File: config.mk
export PLATFORM = sky130hd
export DESIGN_NAME = bank_arbiter
export DESIGN_NICKNAME = d
export VERILOG_FILES = /design/src/tcdm_pkg.sv /design/src/bank_arbiter.sv
export SDC_FILE = /design/constraint.sdc
export NUM_CORES = 1
export LEC_CHECK = 0
export BUFFER_PORTS_ARGS = -buffer_cell sky130_fd_sc_hd__buf_2
export CORE_MARGIN = 2
export CORE_UTILIZATION = 20
export DETAILED_ROUTE_END_ITERATION = 8
export PLACE_DENSITY_LB_ADDON = 0.1
export SETUP_SLACK_MARGIN = 0.2
export SLEW_MARGIN = 20
export SYNTH_ARGS = -nofsm -noshare
export SYNTH_HDL_FRONTEND = slang
export SYNTH_SLANG_ARGS = --single-unit
File: constraint.sdc
create_clock -name clk_i -period 0.8 [get_ports clk_i]
set_clock_uncertainty 0.05 [all_clocks]
set_input_delay 0.08 -clock clk_i [delete_from_list [all_inputs] [get_ports clk_i]]
set_output_delay 0.08 -clock clk_i [all_outputs]
set_load 0.005 [all_outputs]
File: src/tcdm_pkg.sv
// ----------------------------------------------------------
// shared widths, atomic opcode encoding and atomic unit state
// for the tcdm bank
// ----------------------------------------------------------
`default_nettype none

package tcdm_pkg;

  // data path
  localparam int unsigned DataWidth   = 32;
  localparam int unsigned BeWidth     = DataWidth / 8;
  // bank geometry, word addressed
  localparam int unsigned AddrWidth   = 8;
  localparam int unsigned NumWords    = 256;
  // requester tag
  localparam int unsigned CoreIdWidth = 4;

  // atomic opcodes, encoding shared with the core side
  typedef enum logic [3:0] {
    AmoNone = 4'h0,
    AmoSwap = 4'h1,
    AmoAdd  = 4'h2,
    AmoAnd  = 4'h3,
    AmoOr   = 4'h4,
    AmoXor  = 4'h5,
    AmoMax  = 4'h6,
    AmoMaxu = 4'h7,
    AmoMin  = 4'h8,
    AmoMinu = 4'h9,
    AmoLr   = 4'hA,
    AmoSc   = 4'hB
  } amo_op_e;

  // atomic unit owns the sram port in AmoWrite
  typedef enum logic {
    AmoIdle  = 1'b0,
    AmoWrite = 1'b1
  } amo_state_e;

endpackage

`default_nettype wire
File: src/bank_arbiter.sv
// ----------------------------------------------------------
// sram port arbitration between core path and atomic write-back
// ----------------------------------------------------------
`default_nettype none

module bank_arbiter (
  input  wire logic                           clk_i,
  input  wire logic                           rst_ni,
  input  wire logic                           in_valid_i,
  input  wire logic                           in_write_i,
  input  wire tcdm_pkg::amo_op_e              in_amo_i,
  input  wire logic [tcdm_pkg::AddrWidth-1:0] in_addr_i,
  input  wire logic [tcdm_pkg::DataWidth-1:0] in_wdata_i,
  input  wire logic [tcdm_pkg::BeWidth-1:0]   in_be_i,
  input  wire logic                           amo_busy_i,
  input  wire logic [tcdm_pkg::AddrWidth-1:0] amo_wb_addr_i,
  input  wire logic [tcdm_pkg::DataWidth-1:0] amo_wb_data_i,
  input  wire logic                           sc_pass_i,
  input  wire logic                           resp_stall_i,
  output logic                                in_ready_o,
  output logic                                req_accept_o,
  output logic                                resp_push_o,
  output logic                                mem_req_o,
  output logic                                mem_we_o,
  output logic      [tcdm_pkg::AddrWidth-1:0] mem_addr_o,
  output logic      [tcdm_pkg::DataWidth-1:0] mem_wdata_o,
  output logic      [tcdm_pkg::BeWidth-1:0]   mem_be_o
);

  logic core_we;

  // stall while the write-back owns the port or a response is stuck
  assign in_ready_o   = !amo_busy_i && !resp_stall_i;
  assign req_accept_o = in_valid_i && in_ready_o;

  // plain store, or an sc that holds the reservation
  assign core_we = in_write_i || ((in_amo_i == tcdm_pkg::AmoSc) && sc_pass_i);

  // ----------------------------------------------------------
  // port mux, write-back has priority
  // ----------------------------------------------------------
  always_comb begin
    if (amo_busy_i) begin
      mem_req_o   = 1'b1;
      mem_we_o    = 1'b1;
      mem_addr_o  = amo_wb_addr_i;
      mem_wdata_o = amo_wb_data_i;
      mem_be_o    = '1;
    end else begin
      mem_req_o   = req_accept_o;
      mem_we_o    = core_we;
      mem_addr_o  = in_addr_i;
      mem_wdata_o = in_wdata_i;
      mem_be_o    = in_be_i;
    end
  end

  // everything except a plain store answers, when read data is ready
  always_ff @(posedge clk_i or negedge rst_ni) begin
    if (!rst_ni) begin
      resp_push_o <= 1'b0;
    end else begin
      resp_push_o <= req_accept_o && !in_write_i;
    end
  end

  // write-back only ever directly follows the accept of its own atomic
  a_port_exclusive : assert property (
    @(posedge clk_i) disable iff (!rst_ni)
    amo_busy_i |-> ($past(req_accept_o) && (amo_wb_addr_i == $past(in_addr_i)))
  );

endmodule

`default_nettype wire

# [After elaboration in Yosys (flattened, before gate mapping)]
# Cells that the tools add are included.
[totals] reg_bits=1 in_bits=95 output_inout_bits=49
[op_classes] eq_ne=1 mux=5 reduce_logical=8
[ops] operator="$mux 32" count=1
[ops] operator="$mux 8" count=1
[ops] operator="$eq 4x4->1 const B" count=1
[ops] operator="$logic_and 1x1->1" count=4
[ops] operator="$mux 4" count=1
[ops] operator="$logic_not 1->1" count=3
[ops] operator="$mux 1" count=2
[ops] operator="$logic_or 1x1->1" count=1

# [Logic depth before layout (Yosys ltp)]
# Gate-level depths: netlist of the first run.
[depth] word_depth=4 ltp_mapped=3 depth_no_buf=2

# [Least setup slack after synthesis of the first run]
# OpenSTA, ideal clock, no wires.
[synth_timing] path_kind="input -> output" start="in amo_busy_i" end="out mem_addr_o[3] (netlist name)" t_arrival_ns=0.615 required_ns=0.670 setup_slack_ns=0.055 path_stages=3 path_buffers=2 path_cell_list="buf_6 -> buf_6 -> mux2_4"
[synth_via] elab_chain_len=1
[synth_rtl] element="start, declared" line="bank_arbiter.sv:15" source="input wire logic amo_busy_i,"
[synth_rtl] element="$mux 8" line="bank_arbiter.sv:43" source="if (amo_busy_i) begin"
[synth_rtl] element="end, declared" line="bank_arbiter.sv:25" source="output logic [tcdm_pkg::AddrWidth-1:0] mem_addr_o,"
# No other way between the ends.

# [Worst setup path after layout of the first run]
[layout_timing] start="in amo_busy_i" end="out mem_wdata_o[26] (netlist name)"
[layout_via] elab_chain_len=1
[layout_rtl] element="$mux 32" line="bank_arbiter.sv:43"
[layout_rtl] element="end, declared" line="bank_arbiter.sv:26" source="output logic [tcdm_pkg::DataWidth-1:0] mem_wdata_o,"
# No other way between the ends.

==> results of run 1 <==
==> per-stage QoR <==
stage / instances / worst slack [ns] / area (um^2) / hold slack, ns
after floorplan: 57 / 0.0638 / 756 / -0.266
after global placement: 229 / -0.206 / 1460 / -0.196
after detailed placement: 229 / -0.214 / 1460 / -0.193
after CTS: 235 / -0.122 / 1860 / 0.218
after global routing: 235 / -0.139 / 1920 / 0.232
final: 235 / -0.119 / 1920 / 0.217
==> layout make-up <==
type	instances	area, um^2	share of cell area [%]
timing repair buffer	152	1180	61.5
multi-input combinational	51	677	35.2
tap	31	38.8	2.02
sequential	1	25.0	1.30
==> layout by cell type, fill, tap and decap left out, types with 2 or more instances in the layout <==
cell type  count
buf_2        102
mux2_4        40
buf_6         40
buf_16         6
or2_1          4
nand2b_1       2
buf_12         2
==> repair_timing <==
action                                  CTS  global route
hold buffers                              1             0
setup buffers                             0             0
endpoints found under the setup margin   49            49
hold endpoints to repair                  1             0
resized for setup                        50            11
gates cloned                              5             0
pin swaps                                 2             2
==> metal layers <==
metal | part of all wire [%] | track usage (%)
met1 | 30 | 13.5
met2 | 57 | 31.5
met3 | 14 | 2.86
met4 | 0 | 0
met5 | 0 | 0
==> cell families (layout without fill, tap and decap cells) <==
family                 count (synthesis)  in the layout
AO/OA/AOI/OAI                          1              1
buffers and inverters                  5            152
flip-flops                             1              1
multiplexers                          40             40
AND/OR/NAND/NOR                       10             10
==> how the worst max path moves through the flow <==
stage | slack, ns | cells past startpoint | endpoint | start
2_1_floorplan | 0.06 | 3 | mem_addr_o[3] | amo_busy_i
3_3_place_gp | -0.21 | 4 | mem_wdata_o[17] | amo_busy_i
3_5_place_dp | -0.21 | 4 | mem_wdata_o[20] | amo_busy_i
4_1_cts | -0.12 | 4 | mem_wdata_o[24] | amo_busy_i
5_1_grt | -0.14 | 4 | mem_wdata_o[26] | amo_busy_i
6_report | -0.12 | 4 | mem_wdata_o[26] | amo_busy_i
==> power breakdown <==
part           internal [W]  switching, W  total (W)
sequential        0.0000528   0.000000227  0.0000530
combinational      0.000798      0.000312    0.00111
clock                     0             0          0
==> reports/results.ini, run 1 <==
[finish]
largest_reg_flops = 1
syn2layout_area_growth_pct = 224
drive_gt1_share_pct = 94.6
antenna_cells = 0
fillers = 194
num-nets-final = 301
reg.largest.list = resp_push_o: 1 flops
regMostFlops = resp_push_o
utilization_pct = 69.2

[worst_setup_path]
max_stage_delay_ns = 0.30
critPathSlowestCell = mux2_4
startpoint_type = primary input
worst_ep_arrival_time_ns = 0.79
cp.required_ns = 0.67
cp_cell_sequence = buf_16 > buf_16 > mux2_4 > buf_6
cp_num_buf_inv = 3
path_max_fanout = 11
cpMostUsedCell = buf_16
timing_worst_setup_path_type = in2out
cp-end-kind = output port
cp_top_family = buffers and inverters

[logic_synthesis]
synthSimpleGateAreaFrac_pct = 10.1
syn_area_per_cell_um2 = 10.4
yosys-top-cells-area = mux2_2 74%, dfrtp_1 4.2%, or2_1 4.2%
synth-main-ff-cell = dfrtp_1
seq_area_frac_synth_pct = 4.22
synth-xor-area-share_pct = 0
synth_top_family_by_area = multiplexers
ys_warn_count = 0
yosysMostFrequentCell = mux2_2
synthTopCellsByCount = 39 x mux2_2, 4 x or2_1, 3 x buf_4
synthArstFlopShare_pct = 100
yosys.area.top_type = mux2_2
yosys_register_bits = 1
syn_inst = 57
synthAdderAreaFrac_pct = 0
ys_types = 11
syn_area_um2 = 593
synth_top_cell_area_share_pct = 74.1
synth_nets = 152
synth_compound_area_share_pct = 1.48
synthMuxAreaShare_pct = 76.6
synth_edf_count = 0

[status]
violations = negative setup slack
outcome = finished with violations

[die]
ios = 144
dieArea_mm2 = 0.00342
rows = 19
core_mm2 = 0.00278
initial_utilization_pct = 21.3
fp.dieH_um = 58.5
die_w_um = 58.5

[sta]
max_freq_ghz = 1.09
period_needed_ns = 0.919
drv_slew = 0
tns_ns = -4.75
rsz0062_at_grt = yes
fin_crit_sh_pct = 115
max_slew_margin_pct = 91.0
worst_slew_pin_slew_ns = 0.135
setup_viol = 48
fin_ws_ns = -0.119
hold_viol_final = 0

[place]
dpl.hpwl_um = 2220
routabilityCongestion = 0.641
portBuffers = 143

[drt]
drt_wl_total_um = 2980
antenna_left = 0
first_pass_iters = 4
drt-initial-drc-count = 19
viasPerCell = 4.43
drcViolationCount = 0
wire_per_inst_um = 12.7
num_vias = 1042

[grt]
grt_pass1_wl_um = 3950
grt_start_max_net_pins = 12
grt_pass1_vias = 980
grt_usage_pct = 14.2
grt.overflow.total = 0
antenna_found_initial = 0

[worst_hold_path]
hold_path_depth = 2
holdPathEnd = resp_push_o
holdCritStartpoint = in_write_i
hold_path.class = in2reg

[pwr]
p_leak_nw = 1.12
power.total_w = 0.00116
max-vdd-ir-drop_mv = 0.439
power_density_mw_per_mm2 = 605

[flow_run]
cap_violations = 0

[cts]
clkTransAtPathRegs_ns = 0

(Power assumes the default switching activity.)
==> inputs of run 2 (changes only) <==
--- a/config.mk
+++ b/config.mk
@@ -6,4 +6,5 @@
 export NUM_CORES = 1
 export LEC_CHECK = 0
+export ABC_CLOCK_PERIOD_IN_PS = 800
 export BUFFER_PORTS_ARGS = -buffer_cell sky130_fd_sc_hd__buf_2
 export CORE_MARGIN = 2
==> constraint.sdc (replaced) <==
create_clock -name clk_i -period 0.8 [get_ports clk_i]
set_clock_uncertainty 0.05 [all_clocks]
set_input_delay 0.16 -clock clk_i [delete_from_list [all_inputs] [get_ports clk_i]]
set_output_delay 0.16 -clock clk_i [all_outputs]
set_load 0.005 [all_outputs]
==> run 2 against run 1 <==
  * Global-route usage increased by 0.26 points
  * First-iteration DRC count fell by 42%
  * Critical path type unchanged
  * Critical path depth up 1
  * The flow finishes with violations (negative hold slack, negative setup slack)
  * Largest cell class unchanged
==> reports/results.ini, run 2 (synthesized netlist as in run 1, its figures left out) <==
[finish]
drive_gt1_share_pct = 94.1  ; was 94.6%
multi_input_area_um2 = 636  ; was 677 um^2
reg.largest.list = resp_push_o: 1 flops  ; unchanged
largest_reg_flops = 1  ; unchanged
fillers = 238  ; was 194
final_common_cell = buf_2  ; unchanged
fin_cells = 234  ; was 235
antenna_cells = 0  ; unchanged
register_area_um2 = 25.0  ; unchanged
syn2layout_area_growth_pct = 176  ; was 224%
regMostFlops = resp_push_o  ; unchanged
final_cell_mix = 140 x buf_2, 31 x mux2_4, 9 x mux2_2  ; was 102 x buf_2, 40 x mux2_4, 40 x buf_6
num-nets-final = 300  ; was 301

[worst_setup_path]
cp_num_buf_inv = 4  ; was 3
critPathSlowestCell = a211o_1  ; was mux2_4
worst_ep_arrival_time_ns = 0.90  ; was 0.79 ns
cp_top_family = buffers and inverters  ; unchanged
cpMostUsedCell = buf_12  ; was buf_16
startpoint_type = primary input  ; unchanged
cp.required_ns = 0.59  ; was 0.67 ns
path_max_fanout = 7  ; was 11
cp-end-kind = output port  ; unchanged
timing_worst_setup_path_type = in2out  ; unchanged
max_stage_delay_ns = 0.21  ; was 0.30 ns
cp_cell_sequence = buf_12 > buf_16 > buf_12 > a211o_1 > buf_2  ; was buf_16 > buf_16 > mux2_4 > buf_6

[pwr]
p_leak_nw = 0.993  ; was 1.12 nW
max-vdd-ir-drop_mv = 0.430  ; was 0.439 mV
power_density_mw_per_mm2 = 570  ; was 605 mW/mm^2

[drt]
antenna_left = 0  ; unchanged
num_vias = 1038  ; was 1042
viasPerCell = 4.44  ; was 4.43
drt-initial-drc-count = 11  ; was 19
drcViolationCount = 0  ; unchanged
first_pass_iters = 2  ; was 4
wire_per_inst_um = 12.3  ; was 12.7 um
drt_wl_total_um = 2870  ; was 2980 um

[sta]
max_freq_ghz = 0.898  ; was 1.09 GHz
setup_viol = 49  ; was 48
fin_ws_ns = -0.314  ; was -0.119 ns
worst_slew_pin_slew_ns = 0.142  ; was 0.135 ns
whs_ns = -0.116  ; was 0.217 ns
period_needed_ns = 1.11  ; was 0.919 ns
hold_viol_final = 1  ; was 0
max_slew_margin_pct = 90.5  ; was 91.0%
drv_slew = 0  ; unchanged
fin_crit_sh_pct = 139  ; was 115%
rsz0062_at_grt = yes  ; unchanged

[status]
violations = negative hold slack, negative setup slack  ; was negative setup slack
outcome = finished with violations  ; unchanged

[die]
rows = 19  ; unchanged
core_mm2 = 0.00278  ; unchanged
initial_utilization_pct = 21.3  ; unchanged
die_w_um = 58.5  ; unchanged
ios = 144  ; unchanged
dieArea_mm2 = 0.00342  ; unchanged
fp.dieH_um = 58.5  ; unchanged

[grt]
grt_pass1_wl_um = 4020  ; was 3950 um
busiest_layer = met2  ; unchanged
met3_usage_pct = 2.20  ; was 2.86%
grt_usage_pct = 14.4  ; was 14.2%
grt.overflow.total = 0  ; unchanged
met2_usage_pct = 32.7  ; was 31.5%
grt_start_max_net_pins = 12  ; unchanged
antenna_found_initial = 0  ; unchanged
grt_use_met1_pct = 13.6  ; was 13.5%
grt_pass1_vias = 1024  ; was 980

[cts]
clkTransAtPathRegs_ns = 0  ; about the same

[place]
dpl.hpwl_um = 2430  ; was 2220 um
routabilityCongestion = 0.632  ; was 0.641
portBuffers = 143  ; unchanged
dp.cells = 229  ; unchanged

[worst_hold_path]
hold_path.class = in2async  ; was in2reg

[flow_run]
cap_violations = 0  ; unchanged

## run 2: layer usage
layer / share of wire [%] / vias up
li1: - / 507
met2: 55 / 81
met1: 31 / 450
met3: 14 / 0
met5: 0 / -
met4: 0 / 0
## run 2: through the flow
step | util, % | area [um^2] | TNS, ns | total power (W) | worst slack (ns)
5_1_grt | 58.9 | 1640 | -14.07 | 0.00100 | -0.339
3_3_place_gp | 53.0 | 1480 | -16.18 | 0.000820 | -0.392
3_5_place_dp | 53.0 | 1480 | -16.77 | 0.000840 | -0.409
4_1_cts | 58.0 | 1610 | -13.04 | 0.000934 | -0.325
6_report | 58.9 | 1640 | -12.88 | 0.000934 | -0.314
2_1_floorplan | - | 756 | -0.219 | 0.000444 | -0.0962
## run 2: area by class of cell
class	instances	share of cell area [%]
multi-input combinational	51	38.8
sequential	1	1.53
tap	31	2.37
timing repair buffer	151	57.3
## run 2: timing repair
item	in CTS	in global routing
cloned	4	1
buffers inserted	0	0
endpoints found under the setup margin	50	50
endpoints found under the hold margin	1	1
resized for setup	10	0
## run 2: where the power goes
| part | internal, W | switching [W] | total (W) |
|---|---|---|---|
| sequential | 0.0000528 | 0.000000231 | 0.0000530 |
| clock | 0 | 0 | 0 |
| combinational | 0.000609 | 0.000272 | 0.000881 |
| total | 0.000661 | 0.000272 | 0.000934 |
## run 2: path summary, 6_finish.rpt
check / from / end / slack (ns) / cells after the start
worst min-delay path: rst_ni / resp_push_o / -0.12 / 1
worst max-delay path: amo_busy_i / mem_we_o / -0.31 / 5
max in group asynchronous: rst_ni / resp_push_o / 0.73 / 1
min in group clk_i: in_write_i / resp_push_o / 0.30 / 2
