==> src/tcdm_pkg.sv <==
// ----------------------------------------------------------
// shared widths, atomic opcode encoding and atomic unit state
// for the tcdm bank
// ----------------------------------------------------------
`default_nettype none

package tcdm_pkg;

  // data path
  localparam int unsigned DataWidth   = 32;
  localparam int unsigned BeWidth     = DataWidth / 8;
  // bank geometry, word addressed
  localparam int unsigned AddrWidth   = 8;
  localparam int unsigned NumWords    = 256;
  // requester tag
  localparam int unsigned CoreIdWidth = 4;

  // atomic opcodes, encoding shared with the core side
  typedef enum logic [3:0] {
    AmoNone = 4'h0,
    AmoSwap = 4'h1,
    AmoAdd  = 4'h2,
    AmoAnd  = 4'h3,
    AmoOr   = 4'h4,
    AmoXor  = 4'h5,
    AmoMax  = 4'h6,
    AmoMaxu = 4'h7,
    AmoMin  = 4'h8,
    AmoMinu = 4'h9,
    AmoLr   = 4'hA,
    AmoSc   = 4'hB
  } amo_op_e;

  // atomic unit owns the sram port in AmoWrite
  typedef enum logic {
    AmoIdle  = 1'b0,
    AmoWrite = 1'b1
  } amo_state_e;

endpackage

`default_nettype wire
==> src/lrsc_monitor.sv <==
// ----------------------------------------------------------
// bank reservation for lr/sc and store-conditional outcome
// ----------------------------------------------------------
`default_nettype none

module lrsc_monitor (
  input  wire logic                             clk_i,
  input  wire logic                             rst_ni,
  input  wire logic                             req_accept_i,
  input  wire tcdm_pkg::amo_op_e                in_amo_i,
  input  wire logic                             in_write_i,
  input  wire logic [tcdm_pkg::AddrWidth-1:0]   in_addr_i,
  input  wire logic [tcdm_pkg::CoreIdWidth-1:0] in_core_id_i,
  input  wire logic                             amo_busy_i,
  input  wire logic [tcdm_pkg::AddrWidth-1:0]   amo_wb_addr_i,
  output logic                                  sc_pass_o,
  output logic                                  sc_resp_o,
  output logic                                  sc_fail_o
);

  logic                             resv_valid_q;
  logic [tcdm_pkg::AddrWidth-1:0]   resv_addr_q;
  logic [tcdm_pkg::CoreIdWidth-1:0] resv_id_q;

  logic is_lr;
  logic is_sc;
  logic set_resv;
  logic store_hit;
  logic wb_hit;

  assign is_lr    = req_accept_i && (in_amo_i == tcdm_pkg::AmoLr);
  assign is_sc    = req_accept_i && (in_amo_i == tcdm_pkg::AmoSc);
  assign set_resv = is_lr;

  // sc passes only for the holder of a live reservation on that word
  assign sc_pass_o = is_sc && resv_valid_q &&
                     (resv_addr_q == in_addr_i) && (resv_id_q == in_core_id_i);

  // any core writing the reserved word breaks the reservation
  assign store_hit = req_accept_i && in_write_i && (in_amo_i == tcdm_pkg::AmoNone) &&
                     (in_addr_i == resv_addr_q);
  assign wb_hit    = amo_busy_i && (amo_wb_addr_i == resv_addr_q);

  // ----------------------------------------------------------
  // reservation state
  // ----------------------------------------------------------
  always_ff @(posedge clk_i or negedge rst_ni) begin
    if (!rst_ni) begin
      resv_valid_q <= 1'b0;
    end else if (set_resv) begin
      resv_valid_q <= 1'b1;
    end else if (sc_pass_o || store_hit || wb_hit) begin
      resv_valid_q <= 1'b0;
    end
  end

  always_ff @(posedge clk_i) begin
    if (set_resv) begin
      resv_addr_q <= in_addr_i;
      resv_id_q   <= in_core_id_i;
    end
  end

  // sc outcome, lines up with the response push one cycle later
  always_ff @(posedge clk_i or negedge rst_ni) begin
    if (!rst_ni) begin
      sc_resp_o <= 1'b0;
      sc_fail_o <= 1'b0;
    end else begin
      sc_resp_o <= is_sc;
      sc_fail_o <= is_sc && !sc_pass_o;
    end
  end

endmodule

`default_nettype wire

==> config.mk <==
export PLATFORM = sky130hd
export DESIGN_NAME = lrsc_monitor
export DESIGN_NICKNAME = d
export VERILOG_FILES = /design/src/tcdm_pkg.sv /design/src/lrsc_monitor.sv
export SDC_FILE = /design/constraint.sdc
export NUM_CORES = 1
export LEC_CHECK = 0
export ABC_AREA = 1
export BUFFER_PORTS_ARGS = -buffer_cell sky130_fd_sc_hd__buf_4
export CAP_MARGIN = 20
export CELL_PAD_IN_SITES_DETAIL_PLACEMENT = 0
export CELL_PAD_IN_SITES_GLOBAL_PLACEMENT = 1
export CORE_MARGIN = 1
export CORE_UTILIZATION = 38
export CTS_BUF_LIST = sky130_fd_sc_hd__clkbuf_4 sky130_fd_sc_hd__clkbuf_8
export CTS_CLUSTER_DIAMETER = 30
export DETAILED_ROUTE_END_ITERATION = 6
export HOLD_SLACK_MARGIN = 0.02
export PLACE_DENSITY_LB_ADDON = 0.05
export SLEW_MARGIN = 15
export SYNTH_ARGS = -nofsm -noshare
export SYNTH_HDL_FRONTEND = slang
export SYNTH_SLANG_ARGS = --single-unit
==> constraint.sdc <==
create_clock -name clk_i -period 2.4 [get_ports clk_i]
set_input_delay 0.24 -clock clk_i [delete_from_list [all_inputs] [get_ports clk_i]]
set_output_delay 0.24 -clock clk_i [all_outputs]
set_load 0.1 [all_outputs]
# Word-level counts from Yosys, hierarchy flattened
# Cells that the tools add are included.
# word_totals
register_bits	15
input_bits	29
output_inout_bits	3
word_cells	28
# classes
n_eq_ne	6
mux	2
reduce_logical	15
# op_table
operator	n
$eq 8x8->1	3
$logic_and 1x1->1	10
$eq 4x4->1 const B	2
$eq 4x4->1	1
$logic_not 4->1	1
$logic_or 1x1->1	2
$mux 1	2
$reduce_bool 2->1	1
$logic_not 1->1	1

# Longest topological paths before layout
# Gate-level depths: netlist of run 1.
# depth
ltp_word	9
depth_mapped	9
mapped_depth_nobuf	9

# Worst setup path after synthesis of run 1
# Ideal clock, no wire load.
# synth_timing
path_type	register -> output
startpoint	reg resv_addr_q[3] in the netlist's numbering
endpoint	out sc_pass_o
arrival_time_ps	1608
required_time_ps	2160
setup_slack_ps	552
path_stages_with_launch	6
n_path_buf	0
cell_sequence	edfxtp_1 > xor2_1 > nor2_1 > nand2_1 > nor2_2 > and3_1
# synth_between
elab_chain_cells	3
# synth_lines
item	line	rtl
from (decl)	lrsc_monitor.sv:22	logic [tcdm_pkg::AddrWidth-1:0] resv_addr_q;
from (signal assigned)	lrsc_monitor.sv:59	resv_addr_q <= in_addr_i;
$eq 8x8->1	lrsc_monitor.sv:37	(resv_addr_q == in_addr_i) && (resv_id_q == in_core_id_i);
$logic_and 1x1->1	lrsc_monitor.sv:36	assign sc_pass_o = is_sc && resv_valid_q &&
$logic_and 1x1->1	lrsc_monitor.sv:37	
to (decl)	lrsc_monitor.sv:16	output logic sc_pass_o,
# No other way between the ends.

# Worst setup path in the final report of run 1
# Ends and elaborated chain as after synthesis.

==> out/qor.txt, run 1 <==
First drt pass iteration count -> 4
WHS -> 140 ps
Synth Register Bits -> 15
Status -> complete, no violations
Hold WC Path Type -> primary input to flop
H-tree levels -> 1
Final setup violation count -> 0
Worst-case clock buffer depth -> 2
Setup Skew -> 4.33 ps
Setup Crit Path Kind -> flop to primary output
Largest net degree at the start of global routing -> 14
Clock transition at path regs -> 90 ps
Rows -> 17
Crit path DAT -> 1660 ps
Kind of end point of the critical path -> primary output
Commonest cells after routing, fill and taps aside -> nand2_1 (48), buf_4 (32), inv_1 (30)
Post-route clock period utilization -> 79.2%
Synthesized cell area -> 913 sq um
WL/cell -> 9.37 um
Syn Inst Count -> 128
Worst reg2reg path startpoint -> resv_addr_q[3]
Die extent in y -> 51.0 um
First-pass GRT wire length -> 2990 um
Vias in the first global route -> 775
Ports -> 32
Tot Pwr -> 0.542 mW
Pleak -> 0.678 nW
Share of layout cells above drive strength 1 -> 23.6%
Final HPWL DP -> 1460 um
Yosys cell types -> 18
Hold path depth -> 1
Worst Max-Slew Pin Slew -> 286 ps
Critical path origin -> resv_addr_q[3]
Pwr dens -> 439 nW/um^2
Initial antenna violation count -> 0
TritonCTS clock tree -> built
Total negative setup slack -> 0 ps
ANT nets after route -> 0
R2R Setup Slk -> 1160 ps
Fillers -> 226
Worst hold start -> in_core_id_i[1]
Via count -> 845
Post-cts sizing count -> 0
Worst skew pair latency -> 280 ps
Count of input and output buffers -> 31
Max-cap viol count -> 0
Layout Nets -> 195
Cells on worst reg2reg path -> 7
Die area -> 2600 sq um
Unrepaired setup endpoints after global routing -> false
Global route total overflow -> 0
Core Region -> 2230 sq um
Worst hold endpoint -> resv_id_q[1]
Slew Viols, Final -> 0
Initial Util -> 40.9%
CTS Buf Count -> 3
Sequential fraction of the synthesis area -> 47.7%
Min Tclk post-route -> 1900 ps
Final Routed Wirelength -> 1810 um
Crit-path max FO -> 3
CP Data Required Time -> 2160 ps
GPL Wtd Cong -> 0.704
Yosys warnings -> 0
Syn nets -> 157
Routed vias/inst -> 4.38
Worst Setup Start Kind -> flop
DRT iter0 DRCs -> 20
Fin. Hold Viols -> 0
ANT cells -> 0
Tot GR Track Use -> 15.7%
Die Wd -> 51.0 um
R2r endpoint -> resv_valid_q
Commonest non-fill, non-tap cell in the layout -> nand2_1
Max Clk Rate -> 0.526 GHz
DR DRC count -> 0
Avg Cell Area, Syn -> 7.14 sq um
Relative slew slack -> 80.7%
Footprint of the multi-input gates -> 370 sq um
Register area -> 435 sq um
Num Clock Sinks -> 15
Area Overhead vs Synth -> 35.1%
Worst ir drop on vdd -> 0.000298 V
CTS Root Cell -> clkbuf_4
state kept, by name, indices dropped and copies added, names as in the netlist:
signal / count
resv_addr_q: 8
resv_id_q: 4
resv_valid_q: 1
sc_fail_o: 1
sc_resp_o: 1
worst max-delay path: stages, from the launching register on:
cell      delay, ps
edfxtp_1        430
xor2_1          180
nor2_1          100
nand2_1          70
nor2_2          150
and3_1          170
buf_4           280
power breakdown:
part	leakage [nW]	switching [mW]	internal (mW)	total, mW
combinational	0.515	0.0449	0.0492	0.0941
sequential	0.146	0.00373	0.288	0.291
clock	0.0184	0.0808	0.0757	0.156
total	0.678	0.129	0.413	0.542
worst max-delay path by stage:
stage | endpoint | slack [ps]
final | sc_pass_o | 500
after global routing | sc_pass_o | 390
after CTS | sc_pass_o | 500
after detailed placement | sc_pass_o | 820
after global placement | sc_pass_o | 840
after floorplan | sc_pass_o | 550
metal layers:
metal	share of wire (%)	global-route usage [%]
met1	44	17.3
met2	51	28.5
met3	3.9	2.68
met4	0.94	8.33
met5	0	0
Yosys cell counts:
cell	number	area share [%]
o21ai_0	1	0.55
xnor2_1	1	0.96
and3_1	1	0.69
nand2_1	48	20
nand3b_1	1	0.82
nand3_1	2	1.1
nor4_1	1	0.69
inv_1	30	12
xor2_1	4	3.8
a21oi_1	1	0.55
nor3_1	2	1.1
nand4_1	1	0.69
dfrtp_1	3	8.2
edfxtp_1	12	39
nor2_1	16	6.6
o21a_1	1	0.82
nor2_2	2	1.4
o21ai_1	1	0.55
repair_timing:
action,CTS,global route
setup buffers,0,0
endpoints found under the hold margin,3,0
hold buffers,1,0
final cells by class:
type	count	area share, %
timing repair buffer	33	20.3
inverter	30	9.13
tap	28	2.84
sequential	15	35.3
multi-input combinational	83	30.0
clock buffer	4	2.43
through the flow:
stage	utilization [%]	instance area [sq um]	worst slack, ps	instances
final	55.2	1230	499	193
after global routing	55.2	1230	387	193
after CTS	55.2	1230	498	193
after detailed placement	53.4	1190	823	188
after global placement	53.4	1190	845	188
after floorplan	-	913	552	128
logic make-up (layout without fill, tap and decap cells):
| family | after synthesis | after routing | share of synthesized area, % |
|---|---|---|---|
| XOR/XNOR | 5 | 5 | 4.79 |
| buffers and inverters | 30 | 67 | 12.3 |
| flip-flops | 15 | 15 | 47.7 |
| AND/OR/NAND/NOR | 74 | 74 | 32.7 |
| AO/OA/AOI/OAI | 4 | 4 | 2.46 |
(Power assumes the default switching activity.)
==> run 2, diff against run 1 <==
- ABC_AREA: 1 -> 0
- CORE_UTILIZATION: 38 -> 37
- clock period: 2.4 -> 1.8 ns (I/O delays scaled with it)
==> out/qor.txt, run 2 <==
Synth top area share -> 48.3% (+8.9 points)
Via count -> 593 (-30%)
Final HPWL DP -> 1120 um (-23%)
ANT nets after route -> 0 (unchanged)
Slew Viols, Final -> 0 (unchanged)
Unrepaired setup endpoints after global routing -> true
Post-DP Area -> 1020 sq um (-14%)
Final worst setup slack -> -15.1 ps (-514 ps)
First-pass GRT wire length -> 2330 um (-22%)
Biggest regs -> resv_addr_q (8), resv_id_q (4)
Leading area contributor after synthesis -> edfxtp_1
Hold WC Path Type -> primary input to flop
Relative slew slack -> 78.7% (-2.0 points)
Max Clk Rate -> 0.551 GHz
Commonest cells after routing, fill and taps aside -> buf_4 (39), xor2_1 (15), edfxtp_1 (12)
ANT cells -> 0 (unchanged)
Failing checks -> negative setup slack
Pwr dens -> 614 nW/um^2 (+40%)
Final Routed Wirelength -> 1490 um (-18%)
Crit-path max FO -> 2 (-1)
Fin. Hold Viols -> 0 (unchanged)
Yosys warnings -> 0 (unchanged)
Synth top cells by count -> xor2_1 (15), edfxtp_1 (12), dfrtp_1 (3), inv_1 (3), nor4_1 (3)
Rows -> 15 (-2)
Syn nets -> 85 (-46%)
TritonCTS clock tree -> built
Clock transition at path regs -> 80 ps (about the same)
Worst skew pair latency -> 280 ps (about the same)
Die extent in y -> 46.9 um (-8.1%)
Pleak -> 0.492 nW (-28%)
Layout Nets -> 131 (-33%)
Ports -> 32 (unchanged)
Setup Skew -> 1.41 ps (-2.91 ps)
Total negative setup slack -> -15.1 ps (-15.1 ps)
Worst Max-Slew Pin Slew -> 319 ps (+33.0 ps)
Tot Pwr -> 0.699 mW (+29%)
DRT iter0 DRCs -> 5 (-75%)
Post-route clock period utilization -> 101%
Top cells by area, synth -> edfxtp_1 (48%), xor2_1 (18%), dfrtp_1 (10%), nor4_1 (2.5%), and3b_1 (2.3%)
CTS Buf Count -> 3 (unchanged)
Largest net degree at the start of global routing -> 15 (+1)
First drt pass iteration count -> 4 (unchanged)
CTS Root Cell -> clkbuf_4
Min Tclk post-route -> 1820 ps
Share of flip-flops with an asynchronous set or reset -> 20.0% (unchanged)
Area Overhead vs Synth -> 52.5%
Avg Cell Area, Syn -> 13.3 sq um (+87%)
Post-synth EDFFs -> 12 (unchanged)
H-tree levels -> 1 (unchanged)
Most common cell in the netlist -> xor2_1
Status -> finished with violations
Initial Util -> 41.4% (+0.49 points)
Die area -> 2200 sq um (-16%)
Pre-CTS setup slack -> 126 ps (-697 ps)
Fillers -> 157 (-31%)
Core Region -> 1800 sq um (-19%)
Footprint of the multi-input gates -> 307 sq um (-17%)
Top reg by flops -> resv_addr_q
Register area -> 435 sq um (unchanged)
Sequential fraction of the synthesis area -> 58.4% (+11 points)
Max-cap viol count -> 0 (unchanged)
Final instance area -> 1140 sq um (-7.8%)
Share of layout cells above drive strength 1 -> 46.5% (+23 points)
Routed vias/inst -> 4.71 (+7.5%)
Count of input and output buffers -> 31 (unchanged)
Kind of end point of the critical path -> primary output
Num Clock Sinks -> 15 (unchanged)
Crit path DAT -> 1640 ps (-20 ps)
Final setup violation count -> 1 (+1)
Die Wd -> 46.9 um (-8.1%)
Max FFs per register -> 8 (unchanged)
CP Data Required Time -> 1620 ps (-540 ps)
DR DRC count -> 0 (unchanged)
Vias in the first global route -> 570 (-26%)
Synth Register Bits -> 15 (unchanged)
Global route total overflow -> 0 (unchanged)
Ys flop type -> edfxtp_1
WL/cell -> 11.8 um (+26%)
Worst-case clock buffer depth -> 2 (unchanged)
GPL Wtd Cong -> 0.690 (-1.9%)
Tot GR Track Use -> 15.5% (-0.21 points)
Syn Inst Count -> 56 (-56%)
Initial antenna violation count -> 0 (unchanged)
Commonest non-fill, non-tap cell in the layout -> buf_4
Worst Setup Start Kind -> flop
Yosys cell types -> 20 (+2)
Synthesized cell area -> 746 sq um (-18%)
Worst ir drop on vdd -> 0.000420 V (+41%)
Setup Crit Path Kind -> flop to primary output
run 2: critical path: stages (launching register included):
cell      delay [ps]
edfxtp_1         390
a222oi_1         360
nand4_1          230
nor2_4           190
buf_12           180
run 2: what timing repair did:
item	in CTS	in global routing
pin swaps	6	2
setup endpoints to repair	1	1
hold endpoints to repair	3	0
buffers inserted	5	3
hold buffers	1	0
gates resized for setup	3	0
run 2: area by class of cell:
type / count / area share, %
clock buffer: 4 / 2.64
inverter: 3 / 0.990
multi-input combinational: 38 / 27.0
sequential: 15 / 38.3
tap: 25 / 2.75
timing repair buffer: 41 / 28.4
run 2: cell families (layout without fill, tap and decap cells):
family / count (synthesis) / after routing / synth area share, %
xor+xnor: 17 / 17 / 20.0
simple gates: 17 / 17 / 14.9
flops: 15 / 15 / 58.4
compound gates: 4 / 4 / 5.20
buf+inv: 3 / 48 / 1.51
run 2: report_power, final:
part           internal, mW  total [mW]  switching (mW)
clock                 0.101       0.202           0.101
sequential            0.386       0.392         0.00622
combinational        0.0635       0.105          0.0412
total                 0.550       0.699           0.149
run 2: path summary, 6_finish.rpt:
path	slack (ps)	startpoint	end	depth (start not counted)
setup / recovery	-20	resv_id_q[0]	sc_pass_o	4
hold / removal	80	in_core_id_i[3]	resv_id_q[3]	1
setup reg to reg	260	resv_id_q[0]	resv_valid_q	5
hold reg to reg	550	resv_valid_q	resv_valid_q	2
max in group asynchronous	1480	rst_ni	sc_fail_o	2
min in group asynchronous	220	rst_ni	resv_valid_q	2
run 2: metal layers:
metal / vias up / GRT usage, % / share of wire, %
li1: 297 / - / -
met1: 270 / 18.9 / 43
met2: 24 / 27.2 / 50
met3: 2 / 3.46 / 6.1
met4: 0 / 5.14 / 0.74
met5: - / 0 / 0
run 2: per-stage QoR:
stage | utilization, % | cells | hold slack, ps
floorplan | - | 56 | -116
global placement | 56.9 | 113 | -26.3
detailed placement | 56.9 | 113 | -25.6
CTS | 61.9 | 123 | 72.2
global route | 63.1 | 126 | 68.5
finish | 63.1 | 126 | 83.3
