<file path="src/tcdm_pkg.sv">
// ----------------------------------------------------------
// shared widths, atomic opcode encoding and atomic unit state
// for the tcdm bank
// ----------------------------------------------------------
`default_nettype none

package tcdm_pkg;

  // data path
  localparam int unsigned DataWidth   = 32;
  localparam int unsigned BeWidth     = DataWidth / 8;
  // bank geometry, word addressed
  localparam int unsigned AddrWidth   = 8;
  localparam int unsigned NumWords    = 256;
  // requester tag
  localparam int unsigned CoreIdWidth = 4;

  // atomic opcodes, encoding shared with the core side
  typedef enum logic [3:0] {
    AmoNone = 4'h0,
    AmoSwap = 4'h1,
    AmoAdd  = 4'h2,
    AmoAnd  = 4'h3,
    AmoOr   = 4'h4,
    AmoXor  = 4'h5,
    AmoMax  = 4'h6,
    AmoMaxu = 4'h7,
    AmoMin  = 4'h8,
    AmoMinu = 4'h9,
    AmoLr   = 4'hA,
    AmoSc   = 4'hB
  } amo_op_e;

  // atomic unit owns the sram port in AmoWrite
  typedef enum logic {
    AmoIdle  = 1'b0,
    AmoWrite = 1'b1
  } amo_state_e;

endpackage

`default_nettype wire
</file>
<file path="src/resp_buffer.sv">
// ----------------------------------------------------------
// one-entry fall-through response register with core id tag
// ----------------------------------------------------------
`default_nettype none

module resp_buffer (
  input  wire logic                             clk_i,
  input  wire logic                             rst_ni,
  input  wire logic                             resp_push_i,
  input  wire logic [tcdm_pkg::CoreIdWidth-1:0] in_core_id_i,
  input  wire logic [tcdm_pkg::DataWidth-1:0]   mem_rdata_i,
  input  wire logic                             sc_resp_i,
  input  wire logic                             sc_fail_i,
  input  wire logic                             in_ready_i,
  output logic                                  in_valid_o,
  output logic      [tcdm_pkg::DataWidth-1:0]   in_rdata_o,
  output logic      [tcdm_pkg::CoreIdWidth-1:0] in_core_id_o,
  output logic                                  resp_stall_o
);

  logic [tcdm_pkg::CoreIdWidth-1:0] acc_id_q;
  logic [tcdm_pkg::CoreIdWidth-1:0] held_id_q;
  logic [tcdm_pkg::DataWidth-1:0]   held_data_q;
  logic [tcdm_pkg::DataWidth-1:0]   resp_data;
  logic                             full_q;

  // push comes one cycle after accept, so last cycle's id is the tag
  always_ff @(posedge clk_i) begin
    acc_id_q <= in_core_id_i;
  end

  // sc answers 0 on success, 1 on failure
  assign resp_data = sc_resp_i ? {{(tcdm_pkg::DataWidth-1){1'b0}}, sc_fail_i} : mem_rdata_i;

  assign in_valid_o   = full_q || resp_push_i;
  assign in_rdata_o   = full_q ? held_data_q : resp_data;
  assign in_core_id_o = full_q ? held_id_q : acc_id_q;
  assign resp_stall_o = in_valid_o && !in_ready_i;

  // ----------------------------------------------------------
  // entry fill and drain
  // ----------------------------------------------------------
  always_ff @(posedge clk_i or negedge rst_ni) begin
    if (!rst_ni) begin
      full_q <= 1'b0;
    end else if (full_q) begin
      full_q <= !in_ready_i;
    end else begin
      full_q <= resp_push_i && !in_ready_i;
    end
  end

  // capture only when the fall-through response is refused
  always_ff @(posedge clk_i) begin
    if (!full_q && resp_push_i && !in_ready_i) begin
      held_data_q <= resp_data;
      held_id_q   <= acc_id_q;
    end
  end

  // arbiter back-pressure keeps a second response from piling up
  a_no_overflow : assert property (
    @(posedge clk_i) disable iff (!rst_ni)
    resp_push_i |-> !(full_q && !in_ready_i)
  );

endmodule

`default_nettype wire

</file>
<file path="config.mk">
export PLATFORM = sky130hd
export DESIGN_NAME = resp_buffer
export DESIGN_NICKNAME = d
export VERILOG_FILES = /design/src/tcdm_pkg.sv /design/src/resp_buffer.sv
export SDC_FILE = /design/constraint.sdc
export NUM_CORES = 1
export LEC_CHECK = 0
export BUFFER_PORTS_ARGS = -buffer_cell sky130_fd_sc_hd__buf_4
export CAP_MARGIN = 20
export CELL_PAD_IN_SITES_DETAIL_PLACEMENT = 2
export CELL_PAD_IN_SITES_GLOBAL_PLACEMENT = 2
export CORE_MARGIN = 2
export CORE_UTILIZATION = 33
export CTS_CLUSTER_DIAMETER = 30
export CTS_CLUSTER_SIZE = 8
export DETAILED_ROUTE_END_ITERATION = 12
export PLACE_DENSITY_LB_ADDON = 0.05
export SETUP_SLACK_MARGIN = 0.5
export SLEW_MARGIN = 20
export SYNTH_ARGS = -nofsm -noshare
export SYNTH_HDL_FRONTEND = slang
export SYNTH_SLANG_ARGS = --single-unit
</file>
<file path="constraint.sdc">
create_clock -name clk_i -period 10.75 [get_ports clk_i]
set_input_delay 2.15 -clock clk_i [delete_from_list [all_inputs] [get_ports clk_i]]
set_output_delay 2.15 -clock clk_i [all_outputs]
set_load 0.05 [all_outputs]
</file>
# Yosys cells after proc, flatten, opt, wreduce, memory -nomap -nowiden
# Cells that the tools add are included.
[op_classes]
mux = 4
n_reduce_logical = 7
[ops]
columns = ["cell", "n"]
rows = [
  ["2-to-1 mux 32 bit", 2],
  ["logical AND 1 bit", 4],
  ["2-to-1 mux 4 bit", 1],
  ["zero test 1 bit", 2],
  ["logical OR 1 bit", 1],
  ["2-to-1 mux 1 bit", 1],
]
[word_totals]
ff_bits = 41
in_bits = 42
out_inout_bits = 38
wordCells = 15

# Longest topological paths before layout
# Gate-level depths: netlist of run 1.
[logic_depth]
word_depth = 3
mapped_depth = 3
depth_no_buf = 2

# Worst setup path before layout of run 1
# OpenSTA, ideal clock, no wires.
[synth_timing]
path_kind = "in2out"
start = "in resp_push_i"
end = "out resp_stall_o"
t_arrival_ps = 3336
required_ps = 8600
slack_ps = 5264
stages = 2
n_path_buf = 0
cell_sequence = "or2_1 nor2b_1"
[synth_between]
elab_chain_cells = 2
[synth_rtl]
columns = ["element", "line", "source"]
rows = [
  ["start: declaration", "resp_buffer.sv:9", "input wire logic resp_push_i,"],
  ["logical OR 1 bit", "resp_buffer.sv:35", "assign in_valid_o = full_q || resp_push_i;"],
  ["logical AND 1 bit", "resp_buffer.sv:38", "assign resp_stall_o = in_valid_o && !in_ready_i;"],
  ["end: declaration", "resp_buffer.sv:18", "output logic resp_stall_o"],
]
# Every way passes these cells.

# Worst setup path in the final report of run 1
[layout_timing]
start = "in sc_resp_i"
end = "out in_rdata_o[0] in the netlist's numbering"
[layout_between]
elab_chain_cells = 2
[layout_rtl]
columns = ["element", "line", "source"]
rows = [
  ["start: declaration", "resp_buffer.sv:12", "input wire logic sc_resp_i,"],
  ["2-to-1 mux 32 bit", "resp_buffer.sv:33", "assign resp_data = sc_resp_i ? {{(tcdm_pkg::DataWidth-1){1'b0}}, sc_fail_i} : mem_rdata_i;"],
  ["named net resp_data (one bit)", "resp_buffer.sv:24", "logic [tcdm_pkg::DataWidth-1:0] resp_data;"],
  ["2-to-1 mux 32 bit", "resp_buffer.sv:36", "assign in_rdata_o = full_q ? held_data_q : resp_data;"],
  ["end: declaration", "resp_buffer.sv:16", "output logic [tcdm_pkg::DataWidth-1:0] in_rdata_o,"],
]
# The timed path passes the listed nets, and every way through them passes these cells.

==> results of run 1 <==
## worst register-to-register path, delay by kind of cell, from the launching register on
family,cells,cell delay [ps]
buffers and inverters,1,320
DFF,1,630
and+or+nand+nor,1,310
## layout by cell type (no fill, tap or decap)
cell,instances
edfxtp_1,36
clkbuf_1,2
or2_1,1
buf_4,82
mux2_2,36
clkbuf_8,6
dfrtp_1,1
nor2b_1,33
nor3b_2,1
dfxtp_1,4
mux2_4,1
## worst min path at each step
stage,start,endpoint
after floorplan,acc_id_q[0]$_DFF_P_,held_id_q[0]$_DFFE_PP_
after global placement,acc_id_q[3]$_DFF_P_,held_id_q[3]$_DFFE_PP_
after detailed placement,acc_id_q[1]$_DFF_P_,held_id_q[1]$_DFFE_PP_
after CTS,acc_id_q[1]$_DFF_P_,held_id_q[1]$_DFFE_PP_
after global routing,acc_id_q[0]$_DFF_P_,held_id_q[0]$_DFFE_PP_
final,acc_id_q[1]$_DFF_P_,held_id_q[1]$_DFFE_PP_
## Yosys cell counts (all sizes together)
library cell,instances,share of area
nor3b,1,0.0040
edfxtp,36,0.57
dfrtp,1,0.013
dfxtp,4,0.042
buf,7,0.031
nor2b,33,0.11
mux2,37,0.22
or2,1,0.0033
## logic make-up (layout without fill, tap and decap cells)
| logic type | Yosys count | after routing | share of synthesized area |
|---|---|---|---|
| muxes | 37 | 37 | 0.2231 |
| DFF | 41 | 41 | 0.6295 |
| and+or+nand+nor | 35 | 35 | 0.1169 |
| buffers and inverters | 7 | 90 | 0.03054 |
## power breakdown
group	internal, uW	total (uW)	switching [uW]	leakage [uW]
logic	38.6	99.3	60.7	0.000645
clock network	52.3	101	49.0	0.0000455
registers	180	184	3.22	0.000387
## area by class of cell
class	count	area share
Clock buffer	8	0.03429
Multi-Input combinational cell	72	0.2457
Sequential cell	41	0.4514
Tap cell	72	0.03429
Timing Repair Buffer	82	0.2343
## stage by stage
| step | setup slack, ps | std cells | instance area, sq um | utilization | hold WS, ps |
|---|---|---|---|---|---|
| floorplan | 5264 | 120 | 1884 | - | 404.4 |
| global placement | 5355 | 267 | 2537 | 0.4608 | 409.4 |
| detailed placement | 5317 | 267 | 2537 | 0.4608 | 426.2 |
| CTS | 5321 | 275 | 2628 | 0.4772 | 432.5 |
| global route | 5274 | 275 | 2628 | 0.4772 | 450.7 |
| finish | 5343 | 275 | 2628 | 0.4772 | 431.7 |
## registers in the layout, indices dropped and copies added, names as in the netlist
register,cells
full_q,1
held_data_q,32
held_id_q,4
acc_id_q,4
## metal layers
metal / track usage / up-vias
met3: 0.04525 / 7
met2: 0.2605 / 46
li1: - / 595
met1: 0.1676 / 617
met4: 0.05172 / 0
met5: 0 / -
==> impl_metrics.ini, run 1 <==
[run_status]
outcome = finished, final reports clean

[place]
io_buffers = 79
place.detailed.hpwl_microns = 3265
place.gp.congestion = 0.6910

[cts]
clkTransAtPathRegs_ps = 70
ctsResizeCount = 0
cts.sinks = 41
ctsLongestPathBuffers = 2
htree_levels = 2
cts_buffers = 5
cts_tree = done
ctsHoldBuffers = 0
postCtsSetupRepairBufs = 0
root_buffer = clkbuf_8
worstSkewPairLatency_ps = 290

[drt]
firstDrtPassIters = 4
vias = 1265
drc = 0
drt-vias-per-instance = 4.600
drtAntennaViolNets = 0
drt-total-wl_microns = 4354
drt-met1-wl_microns = 1697
top_layer_used = met4
wl_met2_microns = 2340
wl_met3_microns = 257
wire_per_inst_microns = 15.83
initialDrtViolationCount = 57

[sta]
setup_violations = 0
grt_setup_unrepaired = false
totalNegativeSetupSlack_ps = 0
finalCritPeriodShare = 0.5030
fmax_mhz = 184.9
drv_slew = 0
slew_headroom = 0.5578
worstMarginPinSlew_ps = 663.3
hold_viol = 0
fin_crit_ps = 5407
fin_skew_ps = 6.714

[power_and_ir_drop]
powerDensity_nw_per_um2 = 146.2
power.leakage_uw = 0.001078
finalPower_uw = 384.2
ir_drop_v = 0.00006231

[finish]
nets = 244
area_growth_pct = 39.44
regArea_sq_um = 1186
nFillCells = 548
n_antenna_cell = 0
layout-drive-gt1-share = 0.6207
multiInputGateArea_sq_um = 645.6

[critical_path]
cp_cell_sequence = buf_4 > mux2_4 > mux2_2 > buf_4
rr_endpoint = held_data_q[11]$_DFFE_PP_
crit_slowest_cell = mux2_4
worstSetupEndpointType = primary output
path_max_fanout = 32
r2r_setup_slack_ps = 9160
worstSetupPathDepth = 4
critical_path.most_common_cell = buf_4
crit_end = in_rdata_o[0]
required_ps = 8600
cp.arrival_ps = 3260
crit_start = sc_resp_i
reg2reg_depth = 2
cpLargestDelayFamily = multiplexers
critPathKind = primary input to primary output
r2r-start = full_q$_DFF_PN0_
worstSetupStartpointType = primary input
path_buf_inv = 2
cpPeakStageDelay_ps = 340

[worst_hold_path]
hold_class = flip-flop to flip-flop
whs_path_depth = 0

[grt]
antenna_found_initial = 0
grt_overflow_total = 0
grtUsageTotal = 0.1475
grt_start_max_net_pins = 33
grt_pass1_vias = 1428
grt_pass1_wl_microns = 7017

[yosys]
yosysSeqAreaShare = 0.6295
synthCells = 120
ys_ff_latch = 41
synth.avg_cell_area_sq_um = 15.70
yosysWarnings = 0
synth_nets = 162
synth_area_sq_um = 1884
ys_types = 11

[die]
die_y_microns = 79.57
die_w_microns = 79.57
die_area_sq_um = 6331
rows = 27
initial_utilization = 0.3422
io_pins = 80
core-area_sq_um = 5507

[job]
drv_cap = 0
Note: power is estimated with default switching activity, not from simulation.
==> inputs of run 2 (changes only) <==
Settings changed: ABC_AREA set to 1, CORE_UTILIZATION 33 to 29.
Clock period 10.75 ns to 5.6 ns, I/O delays scaled along.
==> run 2 against run 1 <==
First-iteration DRC count decreased by 46%; cell count increased by 51%; power increased by 96%; wire length increased by 22%; core utilization decreased by 9.0 points; global-route usage decreased by 1.5 points; sequential power increased by 90%; via count increased by 37%; synthesized area increased by 19%; clock power increased by 84%; flip-flop and latch count unchanged; critical endpoint unchanged; sequential share of layout area decreased by 4.8 points.
==> impl_metrics.ini, run 2 <==
[run_status]
outcome = finished, final reports clean

[critical_path]
required_ps = 4480
r2r_setup_slack_ps = 3660
reg2reg_depth = 3
critPathKind = primary input to primary output
worstSetupEndpointType = primary output
crit_end = in_rdata_o[0]
crit_start = sc_resp_i
worstSetupStartpointType = primary input
cp.arrival_ps = 2390
path_max_fanout = 33
rr_endpoint = held_data_q[14]$_DFFE_PP_
r2r-start = full_q$_DFF_PN0_

[yosys]
synth_mux_area_frac = 0
synth_top_family_by_area = simple AND/OR/NAND/NOR gates
synth_area_leaders = edfxtp_1 48%, nand2_1 18%, nor2_4 14%, inv_1 5.9%, dfxtp_1 3.6%
synth_area_sq_um = 2242
synth_simple_gate_area_share = 0.3516
yosysTopAreaCellShare = 0.4821
yosysWarnings = 0
yosysSeqAreaShare = 0.5290
synth_top_area_cell = edfxtp_1
synth_nets = 277
synthAdderAreaFrac = 0
synth_common_cells = 110 x nand2_1, 36 x edfxtp_1, 35 x inv_1, 28 x nor2_4, 5 x buf_2
synth_xor_xnor_area_share = 0
synth_edf_count = 36
ys_types = 17
ys_ff_latch = 41
synthCells = 235
synth_compound_area_frac = 0.004464
synth_most_common_cell = nand2_1
synth.avg_cell_area_sq_um = 9.541
async_flop_share = 0.02439
synth_ff_type = edfxtp_1

[sta]
worstMarginPinSlew_ps = 931.4
fin_crit_ps = 3506
hold_viol = 0
slew_headroom = 0.3791
finalCritPeriodShare = 0.6260
grt_setup_unrepaired = false
drv_slew = 0
totalNegativeSetupSlack_ps = 0
worst_slack_ps = 2094
setup_violations = 0
fmax_mhz = 285.3
fin_skew_ps = 6.783

[cts]
postCtsSetupRepairBufs = 0
ctsResizeCount = 0
clkTransAtPathRegs_ps = 80
cts.sinks = 41
ctsHoldBuffers = 0
root_buffer = clkbuf_8
cts_buffers = 5
htree_levels = 2
worstSkewPairLatency_ps = 290
cts_tree = done
ctsLongestPathBuffers = 2

[place]
place.gp.congestion = 0.6708
place.detailed.hpwl_microns = 3648
io_buffers = 79
post-place-ws_ps = 2047

[grt]
met1_usage = 0.1462
grtUsageTotal = 0.1323
grt_pass1_vias = 1854
grt_use_met2 = 0.2494
grt_overflow_total = 0
antenna_found_initial = 0
met3_usage = 0.03287
top_usage_layer = met2
grt_pass1_wl_microns = 8728
grt_start_max_net_pins = 40

[power_and_ir_drop]
p_seq_frac = 0.464
power.leakage_uw = 0.001442
p_clk_frac = 0.247
power_frac_comb = 0.289
p_int_uw = 501.3
switchingPower_uw = 253.0
ir_drop_v = 0.0001075
switching_share = 0.3354
powerDensity_nw_per_um2 = 256.3

[finish]
layout_commonest_cell = nand2_1
top_register = held_data_q
n_antenna_cell = 0
final_cell_mix = 110 x nand2_1, 81 x buf_4, 36 x edfxtp_1
largest_reg_flops = 32
layout-drive-gt1-share = 0.3846
largestRegisters = held_data_q x32, acc_id_q x4, held_id_q x4
nets = 353
area_growth_pct = 31.25

[drt]
firstDrtPassIters = 4
drtAntennaViolNets = 0
drt-vias-per-instance = 4.176
drc = 0
drt-total-wl_microns = 5292
vias = 1729
initialDrtViolationCount = 31
wire_per_inst_microns = 12.78

[die]
die_w_microns = 91.93
die_y_microns = 91.93
initial_utilization = 0.2947
io_pins = 80
core-area_sq_um = 7607
die_area_sq_um = 8451
rows = 32

[worst_hold_path]
hold_class = flip-flop to flip-flop

[job]
drv_cap = 0
run 2: worst min-delay path by stage:
stage                   startpoint  slack (ps)  cells after the start                     end
2_1_floorplan  acc_id_q[0]$_DFF_P_         410                      0  held_id_q[0]$_DFFE_PP_
3_5_place_dp   acc_id_q[3]$_DFF_P_         420                      0  held_id_q[3]$_DFFE_PP_
5_1_grt        acc_id_q[1]$_DFF_P_         460                      0  held_id_q[1]$_DFFE_PP_
6_report       acc_id_q[3]$_DFF_P_         440                      0  held_id_q[3]$_DFFE_PP_
3_3_place_gp   acc_id_q[0]$_DFF_P_         410                      0  held_id_q[0]$_DFFE_PP_
4_1_cts        acc_id_q[3]$_DFF_P_         440                      0  held_id_q[3]$_DFFE_PP_
run 2: critical path: stages:
cell     delay [ps]
buf_4           710
inv_1           100
nand2_1         100
nand3_1          70
nand2_1          90
buf_4           190
run 2: layout make-up:
class,count,area [sq um]
tap,102,127.6
timing repair buffer,81,608.1
clock inverter,2,10.01
sequential,41,1186
fill,874,4664
multi-input combinational,146,803.3
inverter,36,135.1
clock buffer,6,72.57
run 2: stage by stage:
step	util	std cells	instance area [sq um]	hold WS [ps]	power [uW]
finish	0.3868	414	2943	435.8	754.3
global route	0.3868	414	2943	456.5	794.3
CTS	0.3868	414	2943	440.8	773.1
detailed placement	0.3760	406	2860	419.4	580.2
global placement	0.3760	406	2860	411.9	576.6
floorplan	-	235	2242	408.6	512.2
run 2: power by group through the flow:
stage	combinational (uW)	sequential, uW	clock [uW]
CTS	224	350	199
global placement	220	357	0
finish	218	350	186
detailed placement	223	357	0
floorplan	155	357	0
global route	235	351	208
run 2: kinds of logic after synthesis:
group                  Yosys count
AOI/OAI and AO/OA                2
and+or+nand+nor                144
buffers and inverters           48
DFF                             41
run 2: per-layer routing:
metal | share of wire | up-vias | wire (microns)
li1 | - | 852 | -
met1 | 0.39 | 831 | 2048
met2 | 0.55 | 41 | 2916
met3 | 0.051 | 5 | 271
met4 | 0.010 | 0 | 55
met5 | 0 | - | 0
